--- src/hdl/cmd_bus_pkg.sv ---
// command and response word layouts shared by the queues, arbiter and slaves
// referenced by scoped name from every RTL block on the command bus
package cmd_bus_pkg;

  //////////////////////////////////////////////////////////////////////
  // bus widths

  localparam int CMD_ADDR_W = 6;
  localparam int CMD_DATA_W = 32;

  // queue depths
  localparam int CMD_QUEUE_DEPTH  = 4;
  localparam int RESP_QUEUE_DEPTH = 4;

  //////////////////////////////////////////////////////////////////////
  // command word, 40 bits

  typedef struct packed {
    logic [CMD_ADDR_W-1:0] addr;
    logic [CMD_DATA_W-1:0] data;
    // host wants this command echoed back
    logic                  resprqst;
    logic                  is_alt;
  } cmd_t;

  //////////////////////////////////////////////////////////////////////
  // response word, 40 bits

  typedef struct packed {
    logic [CMD_ADDR_W-1:0] addr;
    // transmitter state when the command hit the bus
    logic                  tx_active;
    logic                  is_alt;
    logic [CMD_DATA_W-1:0] data;
  } resp_t;

endpackage

--- src/hdl/radio_map_pkg.sv ---
// register address map of the command slaves and their configuration layouts
// slaves decode against these addresses, the top level exports the structs
package radio_map_pkg;

  // receivers
  localparam int NR = 4;

  //////////////////////////////////////////////////////////////////////
  // address map

  // data bit 0 is run
  localparam logic [cmd_bus_pkg::CMD_ADDR_W-1:0] ADDR_GENERAL  = 6'h00;
  localparam logic [cmd_bus_pkg::CMD_ADDR_W-1:0] ADDR_TX_FREQ  = 6'h01;
  // receiver n sits at ADDR_RX_FREQ0 + n
  localparam logic [cmd_bus_pkg::CMD_ADDR_W-1:0] ADDR_RX_FREQ0 = 6'h02;
  // data bits 7:0 are drive level
  localparam logic [cmd_bus_pkg::CMD_ADDR_W-1:0] ADDR_TX_DRIVE = 6'h09;
  // bits 5:0 lna gain, bit 6 transmit request
  localparam logic [cmd_bus_pkg::CMD_ADDR_W-1:0] ADDR_LNA      = 6'h0a;

  //////////////////////////////////////////////////////////////////////
  // radio configuration, 161 bits

  typedef struct packed {
    logic                                         run;
    logic [cmd_bus_pkg::CMD_DATA_W-1:0]           tx_freq;
    logic [NR-1:0][cmd_bus_pkg::CMD_DATA_W-1:0]   rx_freq;
  } radio_cfg_t;

  //////////////////////////////////////////////////////////////////////
  // rf frontend configuration, 16 bits

  typedef struct packed {
    logic [5:0] lna_gain;
    logic [7:0] tx_drive;
    logic       tx_request;
    // request gated by the inhibit input
    logic       tx_active;
  } frontend_cfg_t;

endpackage

--- src/hdl/cmd_queue.sv ---
// small circular FIFO for any packed payload
// used for the host and link command queues and for the response queue
module cmd_queue #(
  parameter type payload_t = logic,
  parameter int  DEPTH     = cmd_bus_pkg::CMD_QUEUE_DEPTH
) (
  input  logic     clk_ctrl,
  input  logic     rst_n_i,
  input  logic     push_i,
  input  payload_t data_i,
  input  logic     pop_i,
  output payload_t head_o,
  output logic     empty_o,
  output logic     full_o
);

  payload_t                     mem [DEPTH];
  logic [$clog2(DEPTH)-1:0]     wr_ptr_q;
  logic [$clog2(DEPTH)-1:0]     rd_ptr_q;
  logic [$clog2(DEPTH+1)-1:0]   count_q;
  logic [$clog2(DEPTH+1)-1:0]   count_next;
  logic                         empty_q;
  logic                         full_q;
  logic                         do_push;
  logic                         do_pop;

  // strobes against full/empty are dropped
  assign do_push = push_i & ~full_q;
  assign do_pop  = pop_i & ~empty_q;

  always_comb begin
    count_next = count_q;
    if (do_push && !do_pop) begin
      count_next = count_q + 1'b1;
    end else if (do_pop && !do_push) begin
      count_next = count_q - 1'b1;
    end
  end

  // storage
  always_ff @(posedge clk_ctrl) begin
    if (do_push) begin
      mem[wr_ptr_q] <= data_i;
    end
  end

  always_ff @(posedge clk_ctrl or negedge rst_n_i) begin
    if (!rst_n_i) begin
      wr_ptr_q <= '0;
      rd_ptr_q <= '0;
      count_q  <= '0;
      empty_q  <= 1'b1;
      full_q   <= 1'b0;
    end else begin
      if (do_push) begin
        wr_ptr_q <= (wr_ptr_q == DEPTH - 1) ? '0 : wr_ptr_q + 1'b1;
      end
      if (do_pop) begin
        rd_ptr_q <= (rd_ptr_q == DEPTH - 1) ? '0 : rd_ptr_q + 1'b1;
      end
      count_q <= count_next;
      empty_q <= (count_next == 0);
      full_q  <= (count_next == DEPTH);
    end
  end

  assign head_o  = mem[rd_ptr_q];
  assign empty_o = empty_q;
  assign full_o  = full_q;

endmodule

--- src/hdl/cmd_arbiter.sv ---
// round-robin grant of the host and link queues onto the shared command bus
// bus and strobe are registered, one cycle after the queue pop
module cmd_arbiter (
  input  logic              clk_ctrl,
  input  logic              rst_n_i,
  input  cmd_bus_pkg::cmd_t host_head_i,
  input  logic              host_empty_i,
  input  cmd_bus_pkg::cmd_t link_head_i,
  input  logic              link_empty_i,
  input  logic              resp_stall_i,
  output logic              host_pop_o,
  output logic              link_pop_o,
  output cmd_bus_pkg::cmd_t cmd_bus_o,
  output logic              cmd_strobe_o
);

  cmd_bus_pkg::cmd_t cmd_bus_q;
  logic              cmd_strobe_q;
  // set when host had the last grant, reset favors host on first tie
  logic              last_host_q;
  logic              resp_inflight;
  logic              host_req;
  logic              link_req;
  logic              grant_host;
  logic              link_grant;

  // a response command on the bus has not reached the formatter yet,
  // so the queue full level cannot account for it
  assign resp_inflight = cmd_strobe_q & cmd_bus_q.resprqst;

  assign host_req = ~host_empty_i & ~resp_stall_i & ~resp_inflight;
  assign link_req = ~link_empty_i & ~resp_stall_i & ~resp_inflight;

  // alternate on contention
  assign grant_host = host_req & (~link_req | ~last_host_q);
  assign link_grant = link_req & ~grant_host;

  always_ff @(posedge clk_ctrl or negedge rst_n_i) begin
    if (!rst_n_i) begin
      cmd_bus_q    <= '0;
      cmd_strobe_q <= 1'b0;
      last_host_q  <= 1'b0;
    end else begin
      cmd_strobe_q <= grant_host | link_grant;
      if (grant_host) begin
        cmd_bus_q   <= host_head_i;
        last_host_q <= 1'b1;
      end else if (link_grant) begin
        cmd_bus_q   <= link_head_i;
        last_host_q <= 1'b0;
      end
    end
  end

  assign host_pop_o   = grant_host;
  assign link_pop_o   = link_grant;
  assign cmd_bus_o    = cmd_bus_q;
  assign cmd_strobe_o = cmd_strobe_q;

endmodule

--- src/hdl/radio_regs.sv ---
// command slave for radio run flag, transmit and receiver frequencies
// samples the command bus on strobe, outputs change one edge later
module radio_regs (
  input  logic                       clk_ctrl,
  input  logic                       rst_n_i,
  input  cmd_bus_pkg::cmd_t          cmd_bus_i,
  input  logic                       cmd_strobe_i,
  output radio_map_pkg::radio_cfg_t  radio_cfg_o
);

  radio_map_pkg::radio_cfg_t cfg_q;
  logic                      general_wr;
  logic                      tx_freq_wr;
  logic [radio_map_pkg::NR-1:0] rx_freq_wr;

  //////////////////////////////////////////////////////////////////////
  // address decode

  assign general_wr = cmd_strobe_i && (cmd_bus_i.addr == radio_map_pkg::ADDR_GENERAL);
  assign tx_freq_wr = cmd_strobe_i && (cmd_bus_i.addr == radio_map_pkg::ADDR_TX_FREQ);

  // one select per receiver
  always_comb begin
    for (int n = 0; n < radio_map_pkg::NR; n++) begin
      rx_freq_wr[n] = cmd_strobe_i &&
                      (cmd_bus_i.addr == radio_map_pkg::ADDR_RX_FREQ0 + n);
    end
  end

  //////////////////////////////////////////////////////////////////////
  // registers

  always_ff @(posedge clk_ctrl or negedge rst_n_i) begin
    if (!rst_n_i) begin
      cfg_q <= '0;
    end else begin
      if (general_wr) begin
        cfg_q.run <= cmd_bus_i.data[0];
      end
      if (tx_freq_wr) begin
        cfg_q.tx_freq <= cmd_bus_i.data;
      end
      for (int n = 0; n < radio_map_pkg::NR; n++) begin
        if (rx_freq_wr[n]) begin
          cfg_q.rx_freq[n] <= cmd_bus_i.data;
        end
      end
    end
  end

  assign radio_cfg_o = cfg_q;

endmodule

--- src/hdl/frontend_regs.sv ---
// command slave for lna gain, transmit drive and transmit request
// tx_active follows the request unless the inhibit input is high
module frontend_regs (
  input  logic                          clk_ctrl,
  input  logic                          rst_n_i,
  input  cmd_bus_pkg::cmd_t             cmd_bus_i,
  input  logic                          cmd_strobe_i,
  input  logic                          tx_inhibit_i,
  output radio_map_pkg::frontend_cfg_t  frontend_cfg_o
);

  radio_map_pkg::frontend_cfg_t cfg_q;
  logic                         drive_wr;
  logic                         lna_wr;
  logic                         tx_request_d;

  assign drive_wr = cmd_strobe_i && (cmd_bus_i.addr == radio_map_pkg::ADDR_TX_DRIVE);
  assign lna_wr   = cmd_strobe_i && (cmd_bus_i.addr == radio_map_pkg::ADDR_LNA);

  // request as it will be after this edge
  assign tx_request_d = lna_wr ? cmd_bus_i.data[6] : cfg_q.tx_request;

  always_ff @(posedge clk_ctrl or negedge rst_n_i) begin
    if (!rst_n_i) begin
      cfg_q <= '0;
    end else begin
      if (drive_wr) begin
        cfg_q.tx_drive <= cmd_bus_i.data[7:0];
      end
      if (lna_wr) begin
        cfg_q.lna_gain <= cmd_bus_i.data[5:0];
      end
      cfg_q.tx_request <= tx_request_d;
      // inhibit drops the transmitter on the next edge
      cfg_q.tx_active  <= tx_request_d & ~tx_inhibit_i;
    end
  end

  assign frontend_cfg_o = cfg_q;

endmodule

--- src/hdl/resp_formatter.sv ---
// turns a strobed command that asks for a response into a response word
// the word is held one cycle and pushed into the response queue
module resp_formatter (
  input  logic                clk_ctrl,
  input  logic                rst_n_i,
  input  cmd_bus_pkg::cmd_t   cmd_bus_i,
  input  logic                cmd_strobe_i,
  input  logic                tx_active_i,
  output cmd_bus_pkg::resp_t  resp_o,
  output logic                resp_push_o
);

  cmd_bus_pkg::resp_t resp_q;
  logic               held_q;
  logic               capture;

  assign capture = cmd_strobe_i & cmd_bus_i.resprqst;

  always_ff @(posedge clk_ctrl or negedge rst_n_i) begin
    if (!rst_n_i) begin
      resp_q <= '0;
      held_q <= 1'b0;
    end else begin
      held_q <= capture;
      if (capture) begin
        resp_q.addr      <= cmd_bus_i.addr;
        resp_q.tx_active <= tx_active_i;
        resp_q.is_alt    <= cmd_bus_i.is_alt;
        resp_q.data      <= cmd_bus_i.data;
      end
    end
  end

  assign resp_o      = resp_q;
  assign resp_push_o = held_q;

endmodule

--- src/hdl/hl_cmd_core.sv ---
// command distribution core: host and link queues, arbiter, register slaves
// and the response path back to the host, all on clk_ctrl
module hl_cmd_core (
  input  logic                          clk_ctrl,
  input  logic                          rst_n_i,
  input  cmd_bus_pkg::cmd_t             host_cmd_i,
  input  logic                          host_valid_i,
  output logic                          host_full_o,
  input  cmd_bus_pkg::cmd_t             link_cmd_i,
  input  logic                          link_valid_i,
  output logic                          link_full_o,
  input  logic                          tx_inhibit_i,
  output radio_map_pkg::radio_cfg_t     radio_cfg_o,
  output radio_map_pkg::frontend_cfg_t  frontend_cfg_o,
  output cmd_bus_pkg::resp_t            resp_o,
  output logic                          resp_valid_o,
  input  logic                          resp_take_i
);

  cmd_bus_pkg::cmd_t  host_head;
  logic               host_empty;
  logic               host_pop;
  cmd_bus_pkg::cmd_t  link_head;
  logic               link_empty;
  logic               link_pop;
  cmd_bus_pkg::cmd_t  cmd_bus;
  logic               cmd_strobe;
  cmd_bus_pkg::resp_t resp_word;
  logic               resp_push;
  logic               resp_empty;
  logic               resp_full;
  logic               resp_stall;

  //////////////////////////////////////////////////////////////////////
  // command sources

  cmd_queue #(.payload_t(cmd_bus_pkg::cmd_t), .DEPTH(cmd_bus_pkg::CMD_QUEUE_DEPTH)) u_host_q (
    .clk_ctrl, .rst_n_i, .push_i(host_valid_i), .data_i(host_cmd_i), .pop_i(host_pop),
    .head_o(host_head), .empty_o(host_empty), .full_o(host_full_o)
  );

  cmd_queue #(.payload_t(cmd_bus_pkg::cmd_t), .DEPTH(cmd_bus_pkg::CMD_QUEUE_DEPTH)) u_link_q (
    .clk_ctrl, .rst_n_i, .push_i(link_valid_i), .data_i(link_cmd_i), .pop_i(link_pop),
    .head_o(link_head), .empty_o(link_empty), .full_o(link_full_o)
  );

  // response path back-pressure
  assign resp_stall = resp_full | resp_push;

  cmd_arbiter u_arbiter (
    .clk_ctrl, .rst_n_i,
    .host_head_i(host_head), .host_empty_i(host_empty),
    .link_head_i(link_head), .link_empty_i(link_empty),
    .resp_stall_i(resp_stall), .host_pop_o(host_pop), .link_pop_o(link_pop),
    .cmd_bus_o(cmd_bus), .cmd_strobe_o(cmd_strobe)
  );

  //////////////////////////////////////////////////////////////////////
  // slaves on the shared bus

  radio_regs u_radio_regs (
    .clk_ctrl, .rst_n_i, .cmd_bus_i(cmd_bus), .cmd_strobe_i(cmd_strobe),
    .radio_cfg_o(radio_cfg_o)
  );

  frontend_regs u_frontend_regs (
    .clk_ctrl, .rst_n_i, .cmd_bus_i(cmd_bus), .cmd_strobe_i(cmd_strobe),
    .tx_inhibit_i(tx_inhibit_i), .frontend_cfg_o(frontend_cfg_o)
  );

  //////////////////////////////////////////////////////////////////////
  // response to host

  resp_formatter u_resp_formatter (
    .clk_ctrl, .rst_n_i, .cmd_bus_i(cmd_bus), .cmd_strobe_i(cmd_strobe),
    .tx_active_i(frontend_cfg_o.tx_active), .resp_o(resp_word), .resp_push_o(resp_push)
  );

  cmd_queue #(.payload_t(cmd_bus_pkg::resp_t), .DEPTH(cmd_bus_pkg::RESP_QUEUE_DEPTH)) u_resp_q (
    .clk_ctrl, .rst_n_i, .push_i(resp_push), .data_i(resp_word), .pop_i(resp_take_i),
    .head_o(resp_o), .empty_o(resp_empty), .full_o(resp_full)
  );

  assign resp_valid_o = ~resp_empty;

endmodule

--- config.mk ---
export PLATFORM = sky130hd
export DESIGN_NAME = hl_cmd_core
export DESIGN_NICKNAME = d
export VERILOG_FILES = /design/src/hdl/cmd_bus_pkg.sv /design/src/hdl/radio_map_pkg.sv /design/src/hdl/cmd_queue.sv /design/src/hdl/cmd_arbiter.sv /design/src/hdl/radio_regs.sv /design/src/hdl/frontend_regs.sv /design/src/hdl/resp_formatter.sv /design/src/hdl/hl_cmd_core.sv
export SDC_FILE = /design/constraint.sdc
export NUM_CORES = 1
export LEC_CHECK = 0
export ABC_AREA = 1
export BUFFER_PORTS_ARGS = -buffer_cell sky130_fd_sc_hd__clkbuf_2
export CAP_MARGIN = 20
export CORE_MARGIN = 3
export CORE_UTILIZATION = 25
export CTS_BUF_LIST = sky130_fd_sc_hd__clkbuf_16
export CTS_CLUSTER_DIAMETER = 100
export DETAILED_ROUTE_END_ITERATION = 8
export HOLD_SLACK_MARGIN = 0.03
export SYNTH_ARGS = -nofsm -noshare
export SYNTH_HDL_FRONTEND = slang
export SYNTH_SLANG_ARGS = --single-unit
--- constraint.sdc ---
create_clock -name clk_ctrl -period 2.9 [get_ports clk_ctrl]
set_clock_uncertainty 0.05 [all_clocks]
set_input_delay 0 -clock clk_ctrl [delete_from_list [all_inputs] [get_ports clk_ctrl]]
set_output_delay 0 -clock clk_ctrl [all_outputs]
set_load 0.01 [all_outputs]
==> Word-level counts from Yosys, hierarchy flattened <==
Memories as Yosys holds them, arrays and structs flattened.
Index checks and enable logic that the tools add are counted.
{ "totals": {"mem_bits_rw": 480, "mem_count": 3, "out_inout_bits": 220, "ff_bits": 287, "in_bits": 86} }
{ "classes": {"n_reduce_logical": 25, "n_mux": 23, "addsub": 12, "eq_ne": 16, "n_bitwise": 29} }
{ "mem_list": {"columns": ["name", "depth", "word_bits", "rd", "rd_ports_with_merged_regs", "write_ports", "line_no", "rtl"], "rows": [
  ["u_host_q.mem", 4, 40, 1, 0, 1, "cmd_queue.sv:17", "payload_t mem [DEPTH];"],
  ["u_link_q.mem", 4, 40, 1, 0, 1, "cmd_queue.sv:17", null],
  ["u_resp_q.mem", 4, 40, 1, 0, 1, "cmd_queue.sv:17", null]
]} }
{ "op_table": {"columns": ["cell", "n"], "rows": [
  ["40-bit two-way mux", 2],
  ["3-bit two-way mux", 6],
  ["1-bit AND", 14],
  ["1-bit logical AND", 14],
  ["2-bit by 1-bit adder with 2-bit output, second input constant", 6],
  ["2-bit == test, second input constant", 6],
  ["6-bit by 2-bit == test with 1-bit output, second input constant", 2],
  ["6-bit by 3-bit == test with 1-bit output, second input constant", 2],
  ["6-bit by 4-bit == test with 1-bit output, second input constant", 2],
  ["2-bit two-way mux", 6],
  ["1-bit inverter", 12],
  ["3-bit by 1-bit adder with 3-bit output, second input constant", 3],
  ["3-bit == test, second input constant", 3],
  ["3-bit zero test", 3],
  ["1-bit two-way mux", 9],
  ["3-bit by 1-bit subtractor with 3-bit output, second input constant", 3],
  ["6-bit by 1-bit == test with 1-bit output, second input constant", 1],
  ["1-bit zero test", 6],
  ["6-bit zero test", 1],
  ["1-bit OR", 3],
  ["2-bit nonzero test", 1]
]} }

==> Longest topological paths before layout <==
{ "logic_depth": {"ltp_word": 14, "mapped_depth": 11} }

==> Hierarchy <==
Synthesis repeated with hierarchy kept, for this count alone.
{ "hier_totals": {"hier_cells": 2630, "hier_area_um2": 30473.0} }
{ "by_module_without_submodules": {"columns": ["module", "cells_each", "seq_area_each_um2", "instances", "area_each_um2"], "rows": [
  ["cmd_queue at u_link_q ...", 474, 5031.1, 2, 6500.0],
  ["radio_regs", 717, 4028.9, 1, 6507.5],
  ["cmd_queue at u_host_q", 471, 5031.1, 1, 6497.5],
  ["cmd_arbiter", 240, 1051.0, 1, 2057.0],
  ["resp_formatter", 177, 1026.0, 1, 1654.1],
  ["frontend_regs", 73, 400.4, 1, 742.0],
  ["hl_cmd_core", 4, 0.0, 1, 15.0]
]} }

==> Worst setup path after synthesis <==
Ideal clock, no wire load.
{ "synth_path": {"path_kind": "register to register", "from": "reg u_host_q.full_q (netlist: u_host_q.full_o)", "to": "mem u_host_q.mem[0][0] (netlist name) (enable)", "setup_slack_ns": -0.099, "stages_incl_launch_ff": 4, "required_time_ns": 2.413, "arrival_time_ns": 2.511, "synth_period_minus_slack_ns": 2.999, "path_cell_list": "dfrtp_1 > nor2_1 > inv_1 > nor2_1"} }
{ "synth_via": {"elab_chain_len": 4} }
{ "synth_lines": {"columns": ["item", "line_no", "rtl"], "rows": [
  ["start: declaration", "cmd_queue.sv:23", "logic full_q;"],
  ["start signal: assignment", "cmd_queue.sv:63", "full_q <= (count_next == DEPTH);"],
  ["1-bit inverter", "cmd_queue.sv:28", "assign do_push = push_i & ~full_q;"],
  ["1-bit AND", "cmd_queue.sv:28", null],
  ["1-bit two-way mux", "cmd_queue.sv:42", "if (do_push) begin"],
  ["1-bit two-way mux (not written as such)", "cmd_queue.sv:43", "mem[wr_ptr_q] <= data_i;"],
  ["end: declaration", "cmd_queue.sv:17", null]
]} }
No other way between the ends.

==> results_dict.tcl <==
set metrics [dict create \
    outcome "completed" \
    worstHoldPathType "in2reg" \
    hpwl_mm 55.49 \
    io_pins 306 \
    fin_nets 2806 \
    combPwrFrac 0.338 \
    min_to "u_link_q.mem[0][27]" \
    cp_data_arrival_time_ns 2.21 \
    cts_setup_buffers 0 \
    die-area_um2 119000 \
    rsz0062_at_grt "false" \
    synthCells 2302 \
    power_frac_clock 0.250 \
    grt_pass1_wl_mm 123.1 \
    path_max_fanout 28 \
    p_int_uw 25140 \
    ctsResizeCount 0 \
    ir_worst_vdd_v 0.0006585 \
    relSlewSlack 0.4431 \
    cts.clk_slew.worst_paths_ns 0.06 \
    portBuffers 305 \
    drt_pre_antenna_iters 5 \
    vias_per_cell 4.466 \
    die_x_um 345.0 \
    syn_nets 2409 \
    synth-seq-cells 767 \
    overflow 0 \
    cts_tree "done" \
    yosys-top-cells-area "edfxtp_1, dfrtp_1, o21ai_0, nor2_1, nand2_1" \
    synth.distinct_cells 26 \
    cp-start-kind "register" \
    std_cell_rows 123 \
    clk_path_buf_depth 3 \
    worstSetupPathType "reg2out" \
    r2r_start "u_arbiter.cmd_bus_o[39]" \
    clkLatencyLatePin_ns 0.63 \
    design.core.area_um2 113300 \
    yosys_warnings 0 \
    cts_made_buffers 81 \
    holdPathStages 2 \
    post-route-min-period_ns 2.261 \
    fill_cells 11430 \
    vias 19110 \
    power_density_nw_per_um2 1127 \
    setup_viol 0 \
    hold_path_startpoint "link_cmd_i[27]" \
    r2r_cells 6 \
    area_growth_pct 24.79 \
    post-place-ws_ns 0.7030 \
    fmax_mhz 442.2 \
    end_kind "output port" \
    synth_area_per_cell_um2 12.48 \
    fin_crit_sh 0.7797 \
    seqPwrFrac 0.412 \
    ys_seq_area_frac 0.7516 \
    hold_viol 0 \
    drv_slew 0 \
    synth_top_area_share 0.5016 \
    fin_ws_ns 0.6388 \
    worstMarginPinSlew_ns 0.8354 \
    p_sw_frac 0.3782 \
    die_h_um 345.0 \
    drc 0 \
    ant_nets 0 \
    r2r_slack_ns 0.69 \
    drv_cap 0 \
    grt_max_degree 85 \
    grt_util_all_layers 0.1366 \
    switchingPower_uw 15290 \
    grt_pass1_vias 18470 \
    rr_endpoint "u_frontend_regs.frontend_cfg_o[1]" \
    required_ns 2.85 \
    clock_sinks 767 \
    fin_util 0.3166 \
    cts_htree_levels 3 \
    antenna_found_initial 24 \
    syn_area_um2 28740 \
    gp_congestion 0.7554 \
    drt_iter0_markers 1712 \
    drive_above_1_share 0.1800 \
    start_util 0.2537 \
    synth_top_area_cell "edfxtp_1" \
    p_leak_uw 0.01396 \
    drt-wirelength-per-cell_um 19.50 \
    finalPower_uw 40430 \
    wirelength_mm 83.43 \
    root_buffer "clkbuf_16" \
]
-- per-layer routing --
layer | part of all wire | GRT usage
met2 | 0.46 | 0.2190
met1 | 0.43 | 0.1819
met3 | 0.084 | 0.03803
met5 | 0.00068 | 0
met4 | 0.024 | 0.03639
-- how the worst max path moves through the flow --
stage,from,to,cells after the start,slack (ns)
4_1_cts,u_resp_q.rd_ptr_q[1],resp_o[11],5,0.55
3_5_place_dp,u_arbiter.cmd_bus_o[39],u_frontend_regs.frontend_cfg_o[1],6,0.70
5_1_grt,u_resp_q.rd_ptr_q[1],resp_o[11],5,0.49
3_3_place_gp,u_arbiter.cmd_bus_o[39],u_frontend_regs.frontend_cfg_o[0],6,0.68
2_1_floorplan,u_host_q.full_o,u_host_q.mem[0][0],3,-0.1
6_report,u_resp_q.rd_ptr_q[1],resp_o[11],5,0.64
-- repair_timing --
item                                    CTS  global route
hold buffers                             88             0
endpoints found under the setup margin    0             0
hold endpoints to repair                621             0
-- stage by stage --
stage / std cells / cell area (um2) / setup TNS, ns / hold WS [ns]
after global placement: 4028 / 32320 / 0 / -0.03938
after global routing: 4272 / 35840 / 0 / 0.07277
after detailed placement: 4028 / 32320 / 0 / -0.05193
after CTS: 4267 / 35830 / 0 / 0.05142
after floorplan: 2302 / 28740 / -23.15 / -0.3456
final: 4278 / 35860 / 0 / 0.08369
-- cell usage in the layout (no fill, tap or decap), types with 4 or more instances in the layout --
cell type,synthesis,layout
clkinv_1,2,20
ha_1,21,21
a21oi_1,98,98
dfrtp_1,284,281
clkinv_2,0,11
nor2_1,367,355
o21ai_0,373,373
inv_2,3,4
dlygate4sd3_1,0,87
o22ai_1,120,120
clkbuf_16,0,84
buf_4,1,34
nand2_1,257,254
nor3_1,4,4
clkbuf_2,0,304
buf_12,0,16
diode_2,0,11
o211ai_1,39,39
nor2_4,1,14
bufinv_16,0,6
edfxtp_1,480,480
nand3_1,19,19
inv_1,89,110
-- critical path, stage by stage, from the launching register on --
cell and delay (ns):
dfrtp_1 0.37, inv_1 0.37, buf_12 0.25, o21ai_0 0.11, o22ai_1 0.27, clkbuf_2 0.20
-- synthesized netlist by cell type, drive strengths merged --
master / number
a21oi: 98
buf: 25
clkbuf: 104
clkinv: 2
dfrtp: 284
dfstp: 3
edfxtp: 480
ha: 21
inv: 92
nand2: 257
nand3: 19
nand4: 3
nor2: 369
nor3: 4
nor4: 3
o211ai: 39
o21ai: 373
o22ai: 120
or2: 1
xnor2: 3
xor2: 2
-- layout make-up --
cell class | count | area (um2) | share of cell area
multi-input combinational | 1312 | 6374 | 0.1777
clock inverter | 67 | 513.0 | 0.01431
antenna | 11 | 27.53 | 0.0007676
tap | 1500 | 1877 | 0.05234
timing repair buffer | 443 | 3010 | 0.08395
inverter | 94 | 352.8 | 0.009839
clock buffer | 84 | 2102 | 0.05862
sequential | 767 | 21600 | 0.6024
-- registers in the layout, summed over array words and instances, names as in the netlist, 3 cells and up --
signal,cells
u_radio_regs.radio_cfg_o,161
u_host_q.mem,160
u_link_q.mem,160
u_resp_q.mem,160
u_arbiter.cmd_bus_o,40
u_resp_formatter.resp_o,40
u_frontend_regs.frontend_cfg_o,16
u_host_q.count_q,3
u_link_q.count_q,3
u_resp_q.count_q,3
-- kinds of logic after synthesis --
logic type | count (synthesis) | share of synthesized area
compound gates | 630 | 0.1183
xor+xnor | 5 | 0.001524
fa+ha+maj | 21 | 0.009143
buf+inv | 223 | 0.03013
flops | 767 | 0.7516
simple gates | 656 | 0.08922
-- power groups by stage --
stage | clock [uW] | combinational [uW] | sequential [uW]
after global placement | 0 | 13600 | 16800
final | 10100 | 13700 | 16600
after CTS | 10300 | 13900 | 16600
after global routing | 10800 | 15300 | 17000
after detailed placement | 0 | 13800 | 16800
after floorplan | 0 | 7180 | 17000
(Power assumes the default switching activity.)
